==> src/mcont_pkg.sv <==
package mcont_pkg;

	// Bus widths shared by the memory and the controller
	localparam int ADDR_W = 11;
	localparam int DATA_W = 32;
	localparam int BE_W   = 4;

	// Mailbox words in data memory
	localparam logic [ADDR_W-1:0] CMD_ADDR = 11'd0;
	localparam logic [ADDR_W-1:0] TXD_ADDR = 11'd1;
	// SPI receive byte lands here, zero-extended
	localparam logic [ADDR_W-1:0] RXD_ADDR = 11'd2;

	// Protocol field of the command word
	typedef enum logic [1:0] {
		PROTO_SPI  = 2'd0,
		PROTO_UART = 2'd1
	} proto_e;

	// Command word
	// Upper four bits mean the same in both views
	typedef union packed {
		struct packed {
			logic        start;
			logic        done;
			proto_e      proto;
			logic [24:0] rsvd;
			// Bit order on MOSI and MISO
			logic        lsb_first;
			// Which of the four selects
			logic [1:0]  ss_idx;
		} spi;
		struct packed {
			logic        start;
			logic        done;
			proto_e      proto;
			logic [25:0] rsvd;
			logic        two_stop;
			// Even parity after the data bits
			logic        parity_en;
		} uart;
	} ctrl_word_u;

endpackage

==> src/spi_master.sv <==
module spi_master #(
	parameter int CLK_DIV = 4
) (
	input  logic       clk,
	input  logic       arst_n_i,

	// Controller side
	input  logic       start_i,
	input  logic [7:0] tx_byte_i,
	input  logic [1:0] ss_idx_i,
	input  logic       lsb_first_i,
	output logic       done_o,
	output logic [7:0] rx_byte_o,

	// SPI pins, mode 0
	output logic       sck_o,
	output logic       mosi_o,
	input  logic       miso_i,
	output logic [3:0] ss_n_o
);

	localparam int DIV_W = (CLK_DIV > 1) ? $clog2(CLK_DIV) : 1;

	logic             busy;
	logic [DIV_W-1:0] div_cnt;
	// Last clock of an SCK half period
	logic             half_end;
	logic [2:0]       bit_cnt;
	logic [7:0]       tx_sh;
	logic [7:0]       rx_sh;
	logic             lsb_q;

	assign half_end = (div_cnt == DIV_W'(CLK_DIV - 1));

	always_ff @(posedge clk or negedge arst_n_i) begin
		if (!arst_n_i) begin
			busy    <= 1'b0;
			div_cnt <= '0;
			bit_cnt <= '0;
			tx_sh   <= '0;
			lsb_q   <= 1'b0;
			sck_o   <= 1'b0;
			ss_n_o  <= 4'hF;
			done_o  <= 1'b0;
		end else begin
			done_o <= 1'b0;
			if (!busy) begin
				div_cnt <= '0;
				if (start_i) begin
					busy    <= 1'b1;
					bit_cnt <= '0;
					lsb_q   <= lsb_first_i;
					// Byte is always shifted out from bit 7
					// so LSB-first loads it mirrored
					tx_sh   <= lsb_first_i ? {<<{tx_byte_i}} : tx_byte_i;
					ss_n_o  <= ~(4'b0001 << ss_idx_i);
				end
			end else if (half_end) begin
				div_cnt <= '0;
				sck_o   <= ~sck_o;
				// SCK high now, so this is a falling edge
				if (sck_o) begin
					if (bit_cnt == 3'd7) begin
						// Eighth bit done, release the slave
						busy   <= 1'b0;
						done_o <= 1'b1;
						ss_n_o <= 4'hF;
						tx_sh  <= '0;
					end else begin
						bit_cnt <= bit_cnt + 3'd1;
						tx_sh   <= {tx_sh[6:0], 1'b0};
					end
				end
			end else begin
				div_cnt <= div_cnt + 1'b1;
			end
		end
	end

	// MISO capture on the rising edge of SCK
	always_ff @(posedge clk) begin
		if (busy && half_end && !sck_o) begin
			if (lsb_q) begin
				rx_sh <= {miso_i, rx_sh[7:1]};
			end else begin
				rx_sh <= {rx_sh[6:0], miso_i};
			end
		end
	end

	assign mosi_o    = tx_sh[7];
	// Holds until the next start
	assign rx_byte_o = rx_sh;

endmodule

==> src/uart_enc.sv <==
module uart_enc #(
	parameter int BAUD_DIV = 16
) (
	input  logic       clk,
	input  logic       arst_n_i,
	input  logic       start_i,
	input  logic [7:0] tx_byte_i,
	input  logic       parity_en_i,
	input  logic       two_stop_i,
	output logic       done_o,
	output logic       tx_o
);

	localparam int BAUD_W = (BAUD_DIV > 1) ? $clog2(BAUD_DIV) : 1;

	logic              busy;
	logic [BAUD_W-1:0] baud_cnt;
	logic              bit_end;
	logic [3:0]        bit_cnt;
	// Index of the final stop bit, 9 to 11
	logic [3:0]        last_bit;
	logic [11:0]       frame;
	logic [11:0]       frame_sh;
	logic              parity;

	// Even parity, set when the byte has an odd count of ones
	assign parity = ^tx_byte_i;

	// Start bit in bit 0, data LSB first
	// Spare upper positions are ones, same as stop bits
	always_comb begin
		if (parity_en_i) begin
			frame = {2'b11, parity, tx_byte_i, 1'b0};
		end else begin
			frame = {3'b111, tx_byte_i, 1'b0};
		end
	end

	assign bit_end = (baud_cnt == BAUD_W'(BAUD_DIV - 1));

	always_ff @(posedge clk or negedge arst_n_i) begin
		if (!arst_n_i) begin
			busy     <= 1'b0;
			baud_cnt <= '0;
			bit_cnt  <= '0;
			last_bit <= '0;
			frame_sh <= '1;
			done_o   <= 1'b0;
		end else begin
			done_o <= 1'b0;
			if (!busy) begin
				baud_cnt <= '0;
				if (start_i) begin
					busy     <= 1'b1;
					bit_cnt  <= '0;
					frame_sh <= frame;
					last_bit <= 4'd9 + {3'b000, parity_en_i} + {3'b000, two_stop_i};
				end
			end else if (bit_end) begin
				baud_cnt <= '0;
				// Ones shift in behind the frame
				frame_sh <= {1'b1, frame_sh[11:1]};
				if (bit_cnt == last_bit) begin
					busy     <= 1'b0;
					done_o   <= 1'b1;
					frame_sh <= '1;
				end else begin
					bit_cnt <= bit_cnt + 4'd1;
				end
			end else begin
				baud_cnt <= baud_cnt + 1'b1;
			end
		end
	end

	// Line idles high
	assign tx_o = frame_sh[0];

endmodule

==> src/mcont.sv <==
module mcont #(
	parameter int CLK_DIV  = 4,
	parameter int BAUD_DIV = 16
) (
	input  logic                         clk,
	input  logic                         arst_n_i,

	// Data memory port B
	output logic [mcont_pkg::ADDR_W-1:0] mem_addr_o,
	output logic [mcont_pkg::BE_W-1:0]   mem_we_o,
	output logic [mcont_pkg::DATA_W-1:0] mem_wdata_o,
	input  logic [mcont_pkg::DATA_W-1:0] mem_rdata_i,

	// SPI pins
	output logic                         sck_o,
	output logic                         mosi_o,
	input  logic                         miso_i,
	output logic [3:0]                   ss_n_o,

	// UART transmit pin
	output logic                         uart_enc_o,

	// End-of-transfer pulse to the core
	output logic                         int_sig_o
);

	// FSM states
	localparam logic [2:0] S_IDLE   = 3'd0;
	localparam logic [2:0] S_FETCH  = 3'd1;
	localparam logic [2:0] S_LAUNCH = 3'd2;
	localparam logic [2:0] S_WAIT   = 3'd3;
	localparam logic [2:0] S_WB_RX  = 3'd4;
	localparam logic [2:0] S_WB_CMD = 3'd5;

	logic [2:0]            state;
	// Read data holds a fresh command word poll
	logic                  poll_vld;
	logic                  cmd_hit;
	mcont_pkg::ctrl_word_u cmd_rd;
	mcont_pkg::ctrl_word_u cmd_q;
	mcont_pkg::ctrl_word_u cmd_wb;
	logic                  is_spi;
	logic                  is_uart;
	logic                  spi_start;
	logic                  spi_done;
	logic [7:0]            spi_rx;
	logic                  uart_start;
	logic                  uart_done;

	assign cmd_rd  = mcont_pkg::ctrl_word_u'(mem_rdata_i);
	assign cmd_hit = (state == S_IDLE) && poll_vld && cmd_rd.spi.start;

	// Protocol field is common to both views
	assign is_spi  = (cmd_q.spi.proto == mcont_pkg::PROTO_SPI);
	assign is_uart = (cmd_q.uart.proto == mcont_pkg::PROTO_UART);

	// One-cycle launch, TX word is on the read data in S_LAUNCH
	assign spi_start  = (state == S_LAUNCH) && is_spi;
	assign uart_start = (state == S_LAUNCH) && is_uart;

	// Completed command: start cleared, done set, rest kept
	always_comb begin
		cmd_wb           = cmd_q;
		cmd_wb.spi.start = 1'b0;
		cmd_wb.spi.done  = 1'b1;
	end

	// Memory port B address and write control
	always_comb begin
		mem_addr_o  = mcont_pkg::CMD_ADDR;
		mem_we_o    = '0;
		mem_wdata_o = cmd_wb;
		case (state)
			S_FETCH: begin
				mem_addr_o = mcont_pkg::TXD_ADDR;
			end
			S_WB_RX: begin
				mem_addr_o  = mcont_pkg::RXD_ADDR;
				mem_we_o    = '1;
				mem_wdata_o = {{(mcont_pkg::DATA_W-8){1'b0}}, spi_rx};
			end
			S_WB_CMD: begin
				mem_we_o = '1;
			end
			default: begin
			end
		endcase
	end

	always_ff @(posedge clk or negedge arst_n_i) begin
		if (!arst_n_i) begin
			state     <= S_IDLE;
			poll_vld  <= 1'b0;
			int_sig_o <= 1'b0;
		end else begin
			// Read data trails the address by one cycle
			poll_vld  <= (state == S_IDLE);
			// Pulse lands after the command word is written
			int_sig_o <= (state == S_WB_CMD);
			case (state)
				S_IDLE: begin
					if (cmd_hit) begin
						state <= S_FETCH;
					end
				end
				S_FETCH: begin
					state <= S_LAUNCH;
				end
				S_LAUNCH: begin
					// Unknown protocol just completes
					state <= (is_spi || is_uart) ? S_WAIT : S_WB_CMD;
				end
				S_WAIT: begin
					if (spi_done) begin
						state <= S_WB_RX;
					end else if (uart_done) begin
						state <= S_WB_CMD;
					end
				end
				S_WB_RX: begin
					state <= S_WB_CMD;
				end
				default: begin
					state <= S_IDLE;
				end
			endcase
		end
	end

	// Command captured at the poll that saw start
	always_ff @(posedge clk) begin
		if (cmd_hit) begin
			cmd_q <= cmd_rd;
		end
	end

	spi_master #(
		.CLK_DIV(CLK_DIV)
	) spi (
		.clk         (clk),
		.arst_n_i    (arst_n_i),
		.start_i     (spi_start),
		.tx_byte_i   (mem_rdata_i[7:0]),
		.ss_idx_i    (cmd_q.spi.ss_idx),
		.lsb_first_i (cmd_q.spi.lsb_first),
		.done_o      (spi_done),
		.rx_byte_o   (spi_rx),
		.sck_o       (sck_o),
		.mosi_o      (mosi_o),
		.miso_i      (miso_i),
		.ss_n_o      (ss_n_o)
	);

	uart_enc #(
		.BAUD_DIV(BAUD_DIV)
	) uart (
		.clk         (clk),
		.arst_n_i    (arst_n_i),
		.start_i     (uart_start),
		.tx_byte_i   (mem_rdata_i[7:0]),
		.parity_en_i (cmd_q.uart.parity_en),
		.two_stop_i  (cmd_q.uart.two_stop),
		.done_o      (uart_done),
		.tx_o        (uart_enc_o)
	);

endmodule

==> config.mk <==
export PLATFORM = sky130hd
export DESIGN_NAME = mcont
export DESIGN_NICKNAME = d
export VERILOG_FILES = /design/src/mcont_pkg.sv /design/src/spi_master.sv /design/src/uart_enc.sv /design/src/mcont.sv
export SDC_FILE = /design/constraint.sdc
export NUM_CORES = 1
export LEC_CHECK = 0
export BUFFER_PORTS_ARGS = -buffer_cell sky130_fd_sc_hd__buf_2
export CAP_MARGIN = 20
export CORE_MARGIN = 5
export CORE_UTILIZATION = 39
export CTS_BUF_LIST = sky130_fd_sc_hd__clkbuf_2 sky130_fd_sc_hd__clkbuf_4 sky130_fd_sc_hd__clkbuf_8
export CTS_CLUSTER_DIAMETER = 60
export DETAILED_ROUTE_END_ITERATION = 16
export RECOVER_POWER = 25
export SYNTH_ARGS = -nofsm -noshare
export SYNTH_HDL_FRONTEND = slang
export SYNTH_HIERARCHICAL = 1
export SYNTH_SLANG_ARGS = --single-unit
export TNS_END_PERCENT = 10
==> constraint.sdc <==
create_clock -name clk -period 3.9 [get_ports clk]
set_clock_uncertainty 0.2 [all_clocks]
set_input_delay 0.585 -clock clk [delete_from_list [all_inputs] [get_ports clk]]
set_output_delay 0.585 -clock clk [all_outputs]
set_load 0.03 [all_outputs]
======== Yosys cells after proc, flatten, opt, wreduce, memory -nomap -nowiden ========
Cells that the tools add are included.
storage, ports and cells
  register bits ........................... 90
  output and inout bits ................... 55
  word-level logic and storage cells ...... 125
  input bits .............................. 35
cells by class
  $add $sub $neg .......................... 6
  bitwise logic cells ..................... 4
  multiplexer cells ....................... 54
  reduce and logical (&&, ||, !) cells .... 23
  equal/unequal tests ..................... 18
  shift-type cells ........................ 1
operators by type and width
  operator               number
  $mux W8                7
  $mux W4                12
  $mux W12               3
  $mux W31               1
  $mux W3                9
  $mux W1                16
  $pmux W3 S5            1
  $ne A2 B2 Y1 const B   6
  $mux W11               1
  $mux W10               1
  $reduce_and A2 Y1      5
  $eq A3 B3 Y1 const B   3
  $add A4 B1 Y4 const B  2
  $reduce_and A4 Y1      2
  $reduce_xor A8 Y1      1
  $eq A3 B2 Y1 const B   2
  $logic_and A1 B1 Y1    6
  $reduce_and A3 Y1      2
  $add A4 B1 Y4          1
  $add A4 B1 Y4 const A  1
  $eq A4 B4 Y1           1
  $eq A4 B4 Y1 const B   1
  $mux W2                2
  $not A4 Y4             1
  16 further kinds       19

======== Longest topological paths before layout ========
Gate-level depths: netlist of run 1.
  depth in word-level cells ............... 5
  gate-level depth with buffers ........... 7

======== Hierarchy ========
Netlist of run 1, hierarchy kept.
by module, submodules not included
  module      seq. area each (sq um)  area an instance (sq um)  cells an instance  times used
  mcont       1026.0                  1626.6                    105                1
  spi_master  770.7                   1367.6                    107                1
  uart_enc    588.1                   1134.8                    115                1

======== Worst setup path before layout of run 1 ========
No wires, ideal clock.
  path type ............................... reg-to-reg
  start ................................... reg state[0]
  end ..................................... reg uart.frame_sh[5]
  data arrival time ....................... 2.062 ns
  required time ........................... 3.621 ns
  slack ................................... 1.559 ns
  cell stages (with the launch flop) ...... 7
  path through ............................ dfrtp_1 > or4b_2 > nor2_1 > nor2b_1 > clkbuf_1 > a21oi_1 > o21ai_0
between the ends
  word-level cells in the longest chain between the ends .. 4
ends and longest elaborated chain
  what                                 RTL line        RTL
  start: declaration                   mcont.sv:35     logic [2:0] state;
  start signal: assignment             mcont.sv:111    state <= (is_spi || is_uart) ? S_WAIT : S_WB_CMD;
  $eq A3 B2 Y1                         mcont.sv:59     assign uart_start = (state == S_LAUNCH) && is_uart;
  $logic_and A1 B1 Y1                  mcont.sv:59
  via uart_start                       mcont.sv:47     logic uart_start;
  $reduce_bool A2 Y1 (no source line)  --
  $reduce_and A2 Y1 (no source line)   --
  end signal: assignment               uart_enc.sv:56  frame_sh <= frame;
  end signal: assignment               uart_enc.sv:62  frame_sh <= {1'b1, frame_sh[11:1]};
  end: declaration                     uart_enc.sv:23  logic [11:0] frame_sh;
The timed path passes the listed nets, and every way through them passes these cells.
A chain may end at the register's enable or synchronous reset.

======== Final worst setup path of run 1 ========
  start ................................... reg state[1]
  end ..................................... out mem_wdata_o[2] (netlist bit)
between the ends
  word-level cells in the longest chain between the ends .. 2
ends and longest elaborated chain
  what              RTL line     RTL
  $eq A3 B3 Y1      mcont.sv:73  case (state)
  $mux W31          mcont.sv:73
  end: declaration  mcont.sv:11  output logic [mcont_pkg::DATA_W-1:0] mem_wdata_o,
No other way between the ends.

==> results of run 1 <==
area by class of cell:
| class | instances | area [um^2] | area share, % |
|---|---|---|---|
| inverter | 6 | 35.0 | 0.737 |
| tap | 136 | 170 | 3.58 |
| multi-input combinational | 218 | 1550 | 32.6 |
| clock buffer | 10 | 138 | 2.90 |
| clock inverter | 6 | 73.8 | 1.55 |
| timing repair buffer | 81 | 402 | 8.45 |
| sequential | 87 | 2380 | 50.2 |
critical path: cells and delay by family (launching register included):
family,cells,cell delay [ns]
DFF,1,0.48
muxes,1,0.31
buffers and inverters,2,0.41
and+or+nand+nor,1,0.79
flip-flops by register name (all words and copies together), names as in the netlist, 2 cells and up:
| name | count |
|---|---|
| uart/last_bit | 3 |
| spi/rx_byte_o | 8 |
| uart/baud_cnt | 4 |
| spi/div_cnt | 2 |
| spi/tx_sh | 8 |
| state | 3 |
| cmd_q | 30 |
| uart/bit_cnt | 4 |
| spi/bit_cnt | 3 |
| uart/frame_sh | 10 |
| spi/ss_n_o | 4 |
kinds of logic after synthesis:
logic type,Yosys count,share of synthesized area [%]
adders and majority gates,7,2.12
muxes,25,7.27
other,1,0.0908
buffers and inverters,31,5.58
AOI/OAI and AO/OA,50,8.42
xor gates and xnor gates,13,2.76
and+or+nand+nor,113,16.0
DFF,87,57.8
per-layer routing:
| layer | vias up | GRT usage (%) | part of all wire, % |
|---|---|---|---|
| li1 | 1288 | - | - |
| met1 | 1296 | 18.4 | 48 |
| met2 | 90 | 20.2 | 45 |
| met3 | 9 | 2.67 | 6.4 |
| met4 | 0 | 3.85 | 1.1 |
| met5 | - | 0 | 0 |
cells in the mapped netlist (4+ instances only):
| cell | instances | area share, % |
|---|---|---|
| sky130_fd_sc_hd__and2_1 | 5 | 0.76 |
| sky130_fd_sc_hd__edfxtp_1 | 38 | 28 |
| sky130_fd_sc_hd__o21ai_0 | 13 | 1.6 |
| sky130_fd_sc_hd__xnor2_1 | 9 | 1.9 |
| sky130_fd_sc_hd__and2_4 | 17 | 3.6 |
| sky130_fd_sc_hd__nor3b_1 | 4 | 0.73 |
| sky130_fd_sc_hd__mux2_4 | 8 | 2.9 |
| sky130_fd_sc_hd__buf_4 | 14 | 2.5 |
| sky130_fd_sc_hd__ha_1 | 7 | 2.1 |
| sky130_fd_sc_hd__mux2_2 | 8 | 2.2 |
| sky130_fd_sc_hd__dfrtp_1 | 35 | 21 |
| sky130_fd_sc_hd__a221o_1 | 7 | 1.7 |
| sky130_fd_sc_hd__nand2_1 | 18 | 1.6 |
| sky130_fd_sc_hd__nor3_1 | 4 | 0.48 |
| sky130_fd_sc_hd__inv_1 | 5 | 0.45 |
| sky130_fd_sc_hd__dfstp_2 | 14 | 8.9 |
| sky130_fd_sc_hd__nand3_1 | 5 | 0.61 |
| sky130_fd_sc_hd__nor2_1 | 36 | 3.3 |
| sky130_fd_sc_hd__xor2_1 | 4 | 0.85 |
| sky130_fd_sc_hd__mux2i_1 | 9 | 2.2 |
| sky130_fd_sc_hd__a21oi_1 | 16 | 1.9 |
| sky130_fd_sc_hd__buf_6 | 6 | 1.6 |
stage by stage:
step           setup slack (ns)  instance area, um^2  instances  hold slack [ns]
2_1_floorplan              1.56                 4160        336           0.0894
3_3_place_gp               1.14                 4550        528            0.222
3_5_place_dp               1.11                 4550        528            0.228
4_1_cts                   0.715                 4760        544           0.0311
5_1_grt                   0.598                 4750        544            0.186
6_report                  0.763                 4750        544            0.205
worst min path at each step:
stage	start	end	slack (ns)	cells after the start
after floorplan	arst_n_i	int_sig_o	0.09	0
after global placement	spi/div_cnt[0]	spi/div_cnt[0]	0.22	1
after detailed placement	spi/div_cnt[0]	spi/div_cnt[0]	0.23	1
after CTS	arst_n_i	spi/tx_sh[4]	0.03	1
after global routing	mem_rdata_i[20]	cmd_q[20]	0.19	1
final	mem_rdata_i[14]	cmd_q[14]	0.20	1
where the power goes:
group	internal, uW	total [uW]	switching [uW]
Clock	324	658	334
Combinational	465	1110	650
Sequential	1280	1480	206
==> parameters.txt, run 1 <==
Parameter                              Value

Logic synthesis
  Cell area after technology mapping ... 0.00413 mm^2
  Most used flip-flop cell after synthesis ... sky130_fd_sc_hd__edfxtp_1
  Yosys warning total ... 6
  Proportion of synthesized chip area in sequential cells ... 57.8%
  Mean cell area of the mapped netlist ... 12.6 um^2
  Share of synthesized registers carrying an async set or reset ... 56.3%
  Post-synthesis register bit count ... 87
  Post-synth EDFFs ... 38
  Distinct cell type count of the synthesized netlist ... 57
  Cells after Synth ... 327

Clock network
  Root buffer selected by CTS ... sky130_fd_sc_hd__clkbuf_8
  Number of CTS-inserted buffers ... 9
  Clock latency of the later-clocked register in the worst-skew pair ... 0.35 ns
  Number of buffers inserted by post-CTS setup repair ... 0
  Deepest level of the CTS H-tree ... 3
  Number of buffers inserted by hold repair at cts ... 0
  Resize count post-CTS ... 0
  CTS tree ... done
  Clock slew at reported path FFs ... 0.10 ns
  # clock sinks ... 87
  Maximum count of clock buffers along a single path ... 2

Worst setup path
  Worst setup path endpoint ... mem_wdata_o[2]
  CP cell instances ... or3b_1 -> inv_12 -> mux2_4 -> buf_2
  Critical path type ... reg2out
  Worst EP required ... 3.12 ns
  Arr. time, crit path ... 2.35 ns
  Critical Path Start ... state[1]
  Depth of the worst register-to-register path ... 6
  Kind of capture point of the worst setup path ... output pin
  Delay of the slowest cell on the worst path ... 0.79 ns
  Top fanout value on the critical path ... 24
  Slowest cell on the critical path ... sky130_fd_sc_hd__or3b_1
  Slack of the worst reg-to-reg path ... 1.14 ns
  Crit path launch type ... flop
  FF-to-FF End ... uart/frame_sh[4]
  Worst r2r src ... state[0]

Finish
  Fraction of the core area covered by cells at the end of the flow ... 46.0%
  Number of diodes ... 0
  Total of fill cells in the finished design ... 919
  Layout area overhead ... 15.1%
  Net count reported at finish ... 445
  Share of cells above drive strength 1 ... 37.3%
  Commonest non-fill, non-tap cell in the layout ... sky130_fd_sc_hd__buf_2
  Most used cells in the layout excluding fill and tap cells ... sky130_fd_sc_hd__buf_2 (69), sky130_fd_sc_hd__edfxtp_1 (38), sky130_fd_sc_hd__nor2_1 (36)

Pwr
  Overall power of the completed layout ... 3260 uW
  Lkg Pwr ... 0.00208 uW
  Power per Cell Area ... 686 mW/mm^2
  Maximum ir drop on the vdd rail ... 0.000273 V

STA
  Crit share post-route ... 80.4%
  Hold violation count in the final report ... 0
  Setup violators final ... 0
  Number of slew-limit violations in the final report ... 0
  Setup total negative slack ... 0 ns
  Actual transition at the worst max-transition pin ... 1.41 ns
  Unrepaired setup endpoints after global routing ... no
  Final worst path period need ... 3.14 ns
  Fmax ... 319 MHz
  Remaining max-slew budget at the tightest pin ... 5.95%

Global routing
  Global-route wire length before repair ... 13400 um
  Number of global-route vias before repair ... 2642
  Antenna violations before repair ... 0
  Global-route usage over all layers ... 13.0%
  Largest net degree at the start of global routing ... 31
  Total gr overflow ... 0

Floorplanning
  Std-Cell Core Area ... 0.0103 mm^2
  Starting utilization of the core area ... 40.0%
  Chip Width ... 113 um
  Count of standard-cell rows ... 37
  I/O pin count ... 90
  Die Height ... 113 um
  Total die area ... 0.0127 mm^2

Place
  Final estimated routing congestion in global placement ... 0.785
  Number of port buffers ... 78
  Detailed placer's ending HPWL ... 5920 um

Status
  Outcome ... complete, no violations

Detailed routing
  1st-pass router iterations ... 4
  Antenna-violating nets left ... 0
  Number of remaining DRC errors ... 0
  Average via count per standard cell ... 4.93
  Vias post-DR ... 2683
  DR iter-0 viols ... 91
  Routed len/inst ... 14.8 um
  Routed wire length ... 8070 um

Worst hold path
  Class of the tightest hold or removal check ... in2reg

Flow run
  Number of maximum-capacitance violations ... 0
No activity file was read; power rests on OpenSTA's default activity.
==> run 2, diff against run 1 <==
--- a/config.mk
+++ b/config.mk
@@ -5,6 +5,7 @@
 export SDC_FILE = /design/constraint.sdc
 export NUM_CORES = 1
 export LEC_CHECK = 0
+export ABC_AREA = 1
 export BUFFER_PORTS_ARGS = -buffer_cell sky130_fd_sc_hd__buf_2
 export CAP_MARGIN = 20
 export CORE_MARGIN = 5
==> constraint.sdc (replaced) <==
create_clock -name clk -period 2.6 [get_ports clk]
set_clock_uncertainty 0.2 [all_clocks]
set_input_delay 0.39 -clock clk [delete_from_list [all_inputs] [get_ports clk]]
set_output_delay 0.39 -clock clk [all_outputs]
set_load 0.03 [all_outputs]
==> parameters.txt, run 2 <==
Parameter                              Value

Floorplanning
  Die Height ... 116 um
  Std-Cell Core Area ... 0.0109 mm^2
  Chip Width ... 116 um
  Starting utilization of the core area ... 40.1%
  Count of standard-cell rows ... 38
  Total die area ... 0.0135 mm^2
  I/O pin count ... 90

Worst setup path
  Slowest cell on the critical path ... sky130_fd_sc_hd__dfrtp_1
  Worst EP required ... 2.01 ns
  Delay of the slowest cell on the worst path ... 0.47 ns
  Top fanout value on the critical path ... 17
  CP cell instances ... nor2_4 -> inv_2 -> nor2_8 -> inv_2 -> nand2_1 -> nand2_1 -> buf_2
  Kind of capture point of the worst setup path ... output pin
  Arr. time, crit path ... 1.75 ns
  Crit path launch type ... flop
  Critical path type ... reg2out

Global routing
  Number of global-route vias before repair ... 3189
  Global-route wire length before repair ... 15000 um
  Global-route usage over all layers ... 14.3%
  Largest net degree at the start of global routing ... 34
  Antenna violations before repair ... 0
  Total gr overflow ... 0

STA
  Number of slew-limit violations in the final report ... 0
  Final worst path period need ... 2.34 ns
  Setup total negative slack ... 0 ns
  Remaining max-slew budget at the tightest pin ... 19.1%
  Setup violators final ... 0
  Fmax ... 428 MHz
  Crit share post-route ... 90.0%
  Actual transition at the worst max-transition pin ... 1.21 ns
  Hold violation count in the final report ... 0
  Unrepaired setup endpoints after global routing ... no
  Least setup slack across all paths after layout ... 0.261 ns

Logic synthesis
  Post-synthesis register bit count ... 87
  Commonest cells post-synth ... sky130_fd_sc_hd__nand2_1 (166), sky130_fd_sc_hd__inv_1 (69), sky130_fd_sc_hd__nor2_1 (54)
  Post-synth EDFFs ... 38
  Largest cells by area after synthesis ... sky130_fd_sc_hd__edfxtp_1 (26%), sky130_fd_sc_hd__dfrtp_1 (20%), sky130_fd_sc_hd__nand2_1 (14%)
  Cell type with the highest aggregate area in the netlist ... sky130_fd_sc_hd__edfxtp_1
  Top-area cell type share of the netlist area ... 26.0%
  Cells after Synth ... 509
  Share of synthesized registers carrying an async set or reset ... 56.3%
  Most numerous cell in the Yosys netlist ... sky130_fd_sc_hd__nand2_1
  Mean cell area of the mapped netlist ... 8.62 um^2
  Proportion of synthesized chip area in sequential cells ... 54.4%
  Most used flip-flop cell after synthesis ... sky130_fd_sc_hd__edfxtp_1
  Cell area after technology mapping ... 0.00439 mm^2
  Yosys warning total ... 6
  Distinct cell type count of the synthesized netlist ... 34

Clock network
  Clock slew at reported path FFs ... 0.09 ns
  Root buffer selected by CTS ... sky130_fd_sc_hd__clkbuf_8
  Clock latency of the later-clocked register in the worst-skew pair ... 0.35 ns
  Deepest level of the CTS H-tree ... 3
  CTS tree ... done
  # clock sinks ... 87
  Number of CTS-inserted buffers ... 9
  Maximum count of clock buffers along a single path ... 2
  Number of buffers inserted by post-CTS setup repair ... 0

Place
  Detailed placer's ending HPWL ... 6580 um
  Number of port buffers ... 78
  Cell count after placement ... 715
  Setup slack after placement ... 0.505 ns
  Final estimated routing congestion in global placement ... 0.800

Finish
  Number of diodes ... 0
  Net count reported at finish ... 651
  Total of fill cells in the finished design ... 1045
  Share of cells above drive strength 1 ... 21.2%
  Layout area overhead ... 20.9%
  Max reg flops ... 30
  Commonest non-fill, non-tap cell in the layout ... sky130_fd_sc_hd__nand2_1
  Register name with the most flops ... cmd_q
  Biggest registers after layout ... cmd_q x30, uart/frame_sh x10
  Most used cells in the layout excluding fill and tap cells ... sky130_fd_sc_hd__nand2_1 (166), sky130_fd_sc_hd__inv_1 (69), sky130_fd_sc_hd__buf_2 (68)
  Layout Cells excl Fill ... 754

Detailed routing
  Routed len/inst ... 12.3 um
  Vias post-DR ... 3402
  DR iter-0 viols ... 190
  Number of remaining DRC errors ... 0
  Antenna-violating nets left ... 0
  1st-pass router iterations ... 4
  Average via count per standard cell ... 4.51
  Routed wire length ... 9290 um

Status
  Outcome ... complete, no violations

Pwr
  Power per Cell Area ... 1000 mW/mm^2
  Lkg Pwr ... 0.00274 uW
  Maximum ir drop on the vdd rail ... 0.000510 V

Worst hold path
  Class of the tightest hold or removal check ... in2reg

Flow run
  Number of maximum-capacitance violations ... 0
-- run 2: cell count changes in the layout (fill, tap and decap cells not counted), sizes merged, moves of 10 or more --
cell	previous run	this run
nand2	18	173
inv	10	78
nand3	5	34
and2	25	0
dlygate4sd3	0	22
nor2	38	58
mux2	16	2
a21oi	16	6
o21ai	14	24
-- run 2: logic make-up (layout without fill, tap and decap cells) --
group / count (synthesis) / count (layout) / synth area share [%]
simple gates: 271 / 272 / 26.5
buf+inv: 102 / 197 / 11.1
flops: 87 / 87 / 54.4
compound gates: 31 / 31 / 3.77
xor+xnor: 8 / 8 / 1.60
fa+ha+maj: 7 / 7 / 2.00
mux: 2 / 2 / 0.514
other cells: 1 / 10 / 0.0855
-- run 2: final cells by class --
cell class	count	area, um^2	share of cell area [%]
multi-input cells	330	1560	29.4
clock buffers	11	145	2.74
inverters	78	299	5.64
clock inverters	5	104	1.96
repair buffers	103	633	11.9
well taps	140	175	3.30
flip-flops and latches	87	2380	45.0
-- run 2: timing repair --
action	in CTS	in global routing
hold buffers	21	1
hold endpoints to repair	36	1
endpoints found under the setup margin	0	8
resized for setup	0	0
-- run 2: power breakdown --
part           internal (uW)  leakage (uW)  switching, uW
registers               1920      0.000936            276
logic                    644       0.00168           1330
clock network            678      0.000127            474
-- run 2: worst max-delay path: cells and delay by family (launching register included) --
| kind | cells | cell delay (ns) |
|---|---|---|
| flops | 1 | 0.47 |
| buf+inv | 3 | 0.40 |
| simple gates | 4 | 0.54 |
-- run 2: path summary, 6_finish.rpt --
path,end,depth (start not counted),slack [ns],startpoint
min,cmd_q[12],1,0.03,mem_rdata_i[12]
max reg2reg,uart/frame_sh[2],11,0.45,state[2]
max,mem_wdata_o[1],7,0.26,state[0]
min reg2reg,spi/div_cnt[0],1,0.25,spi/div_cnt[0]
min in group asynchronous,spi/busy,2,0.61,arst_n_i
max in group asynchronous,uart/frame_sh[8],3,0.77,arst_n_i
-- run 2: metal layers --
| layer | up-vias | track usage (%) | part of all wire, % |
|---|---|---|---|
| met5 | - | 0 | 0 |
| met4 | 0 | 4.02 | 1.2 |
| met3 | 8 | 3.71 | 7.4 |
| met2 | 94 | 22.7 | 45 |
| met1 | 1548 | 19.4 | 46 |
| li1 | 1752 | - | - |
-- run 2: stage by stage --
step                      hold slack [ns]  util [%]  total power (uW)  area, um^2
after global placement              0.196      44.2              4110        4830
final                              0.0283      48.5              5320        5300
after global routing              0.00432      48.5              5750        5300
after detailed placement            0.199      44.2              4170        4830
after CTS                        0.000469      48.4              5360        5290
after floorplan                    -0.106         -              3760        4420
==> run 3, diff against run 2 <==
--- a/config.mk
+++ b/config.mk
@@ -9,10 +9,11 @@
 export BUFFER_PORTS_ARGS = -buffer_cell sky130_fd_sc_hd__buf_2
 export CAP_MARGIN = 20
 export CORE_MARGIN = 5
-export CORE_UTILIZATION = 39
+export CORE_UTILIZATION = 51
 export CTS_BUF_LIST = sky130_fd_sc_hd__clkbuf_2 sky130_fd_sc_hd__clkbuf_4 sky130_fd_sc_hd__clkbuf_8
 export CTS_CLUSTER_DIAMETER = 60
 export DETAILED_ROUTE_END_ITERATION = 16
+export PLACE_DENSITY = 0.78
 export RECOVER_POWER = 25
 export SYNTH_ARGS = -nofsm -noshare
 export SYNTH_HDL_FRONTEND = slang
==> parameters.txt, run 3 (synthesized netlist as in run 2, its figures left out) <==
Parameter                              Value

Global routing
  Number of global-route vias before repair ... 3189
  Antenna violations before repair ... 0
  Total gr overflow ... 0
  Global-route wire length before repair ... 14700 um
  Global-route usage over all layers ... 17.8%
  Largest net degree at the start of global routing ... 50

Worst setup path
  Kind of capture point of the worst setup path ... output pin
  Worst EP required ... 2.01 ns
  Slack of the worst reg-to-reg path ... 0.32 ns
  Critical path type ... reg2out
  Arr. time, crit path ... 1.75 ns
  Crit path launch type ... flop
  Depth of the worst register-to-register path ... 11
  Top fanout value on the critical path ... 17

Pwr
  Internal cell power ... 3010 uW
  Maximum ir drop on the vdd rail ... 0.000394 V
  Clock network fraction of design power ... 18.6%
  Lkg Pwr ... 0.00268 uW
  Switching part of the total power ... 41.1%
  Power per Cell Area ... 1000 mW/mm^2
  Part of the power in combinational logic ... 38.4%
  Share of power burned in registers ... 43.0%
  Net switching power figure ... 2100 uW

Floorplanning
  Count of standard-cell rows ... 33
  Total die area ... 0.0106 mm^2
  Chip Width ... 103 um
  I/O pin count ... 90
  Std-Cell Core Area ... 0.00830 mm^2
  Starting utilization of the core area ... 52.8%
  Die Height ... 103 um

Place
  Number of port buffers ... 78
  Setup slack after placement ... 0.519 ns
  Cell count after placement ... 680
  Final estimated routing congestion in global placement ... 0.782
  Detailed placer's ending HPWL ... 6300 um
  Post-Place Cell Area ... 0.00478 mm^2

Finish
  Biggest registers after layout ... cmd_q x30, uart/frame_sh x10
  Net count reported at finish ... 643
  Max reg flops ... 30
  Area of all placed cells without fillers ... 0.00511 mm^2
  Commonest non-fill, non-tap cell in the layout ... sky130_fd_sc_hd__nand2_1
  Total of fill cells in the finished design ... 707
  Register name with the most flops ... cmd_q
  Layout area overhead ... 16.5%
  Share of cells above drive strength 1 ... 21.5%
  Number of diodes ... 0
  Most used cells in the layout excluding fill and tap cells ... sky130_fd_sc_hd__nand2_1 (166), sky130_fd_sc_hd__inv_1 (70), sky130_fd_sc_hd__buf_2 (70)
  Layout Cells excl Fill ... 711

Detailed routing
  Routed wire length ... 9030 um
  Routed len/inst ... 12.7 um
  DR iter-0 viols ... 167
  Antenna-violating nets left ... 0
  Vias post-DR ... 3433
  1st-pass router iterations ... 4
  Number of remaining DRC errors ... 0
  Average via count per standard cell ... 4.83

STA
  Hold_ws ... 0.0193 ns
  Actual transition at the worst max-transition pin ... 1.20 ns
  Least setup slack across all paths after layout ... 0.261 ns
  Setup total negative slack ... 0 ns
  Setup violators final ... 0
  Crit share post-route ... 89.9%
  Fmax ... 428 MHz
  Final worst path period need ... 2.34 ns
  Remaining max-slew budget at the tightest pin ... 20.3%
  Hold violation count in the final report ... 0
  Unrepaired setup endpoints after global routing ... no
  Number of slew-limit violations in the final report ... 0

Flow run
  Number of maximum-capacitance violations ... 0

Clock network
  Resize count post-CTS ... 0
  Maximum count of clock buffers along a single path ... 2
  CTS tree ... done
  Number of CTS-inserted buffers ... 9
  Number of buffers inserted by post-CTS setup repair ... 0
  # clock sinks ... 87
  Root buffer selected by CTS ... sky130_fd_sc_hd__clkbuf_8
  Deepest level of the CTS H-tree ... 3
  Clock slew at reported path FFs ... 0.09 ns
  Clock latency of the later-clocked register in the worst-skew pair ... 0.35 ns

Worst hold path
  Hold path depth ... 1
  Class of the tightest hold or removal check ... in2reg

Status
  Outcome ... complete, no violations
run 3: changes by cell type in the layout (fill, tap and decap cells not counted), sizes merged:
cell and delta:
buf +1, bufinv -2, clkbuf -2, clkinvlp +2
dlygate4sd3 -8, inv +1
run 3: critical path, cell delays in order (launching register included):
cell and delay [ns]:
sky130_fd_sc_hd__dfrtp_1 0.47, sky130_fd_sc_hd__nor2_4 0.14, sky130_fd_sc_hd__inv_2 0.10, sky130_fd_sc_hd__nor2_8 0.26
sky130_fd_sc_hd__inv_2 0.12, sky130_fd_sc_hd__nand2_1 0.08, sky130_fd_sc_hd__nand2_1 0.05, sky130_fd_sc_hd__buf_2 0.17
run 3: layout make-up:
type,count,area (um^2),share of cell area (%)
flip-flops and latches,87,2380,46.7
multi-input cells,330,1560,30.4
repair buffers,95,541,10.6
inverters,78,299,5.85
clock buffers,10,131,2.57
well taps,105,131,2.57
clock inverters,6,68.8,1.35
run 3: repair_timing:
action                                  4_1_cts  5_1_grt
hold buffers                                 10        4
endpoints found under the setup margin        0        1
endpoints found under the hold margin        44        4
run 3: layer usage:
| layer | part of all wire, % | track usage [%] | vias to the layer above | routed length, um |
|---|---|---|---|---|
| met2 | 46 | 29.7 | 95 | 4190 |
| met3 | 7.6 | 4.47 | 10 | 689 |
| li1 | - | - | 1733 | - |
| met5 | 0 | 0 | - | 0 |
| met4 | 1.2 | 4.78 | 0 | 104 |
| met1 | 45 | 23.4 | 1595 | 4040 |
run 3: power groups by stage:
stage          clock [uW]  combinational [uW]  sequential, uW
4_1_cts               979                1960            2200
3_3_place_gp            0                1870            2210
2_1_floorplan           0                1520            2240
5_1_grt              1030                2220            2250
3_5_place_dp            0                1940            2220
6_report              952                1960            2200
run 3: stage by stage:
stage | power (uW) | utilization [%]
floorplan | 3760 | -
global placement | 4070 | 57.6
detailed placement | 4160 | 57.6
CTS | 5140 | 61.2
global route | 5500 | 61.6
finish | 5110 | 61.6
run 3: final timing paths:
path,from,to
hold reg to reg,spi/div_cnt[0],spi/div_cnt[0]
max in group asynchronous,arst_n_i,uart/busy
hold / removal,mem_rdata_i[23],cmd_q[23]
min in group asynchronous,arst_n_i,spi/tx_sh[7]
setup / recovery,state[0],mem_wdata_o[4]
setup reg to reg,state[2],uart/frame_sh[2]
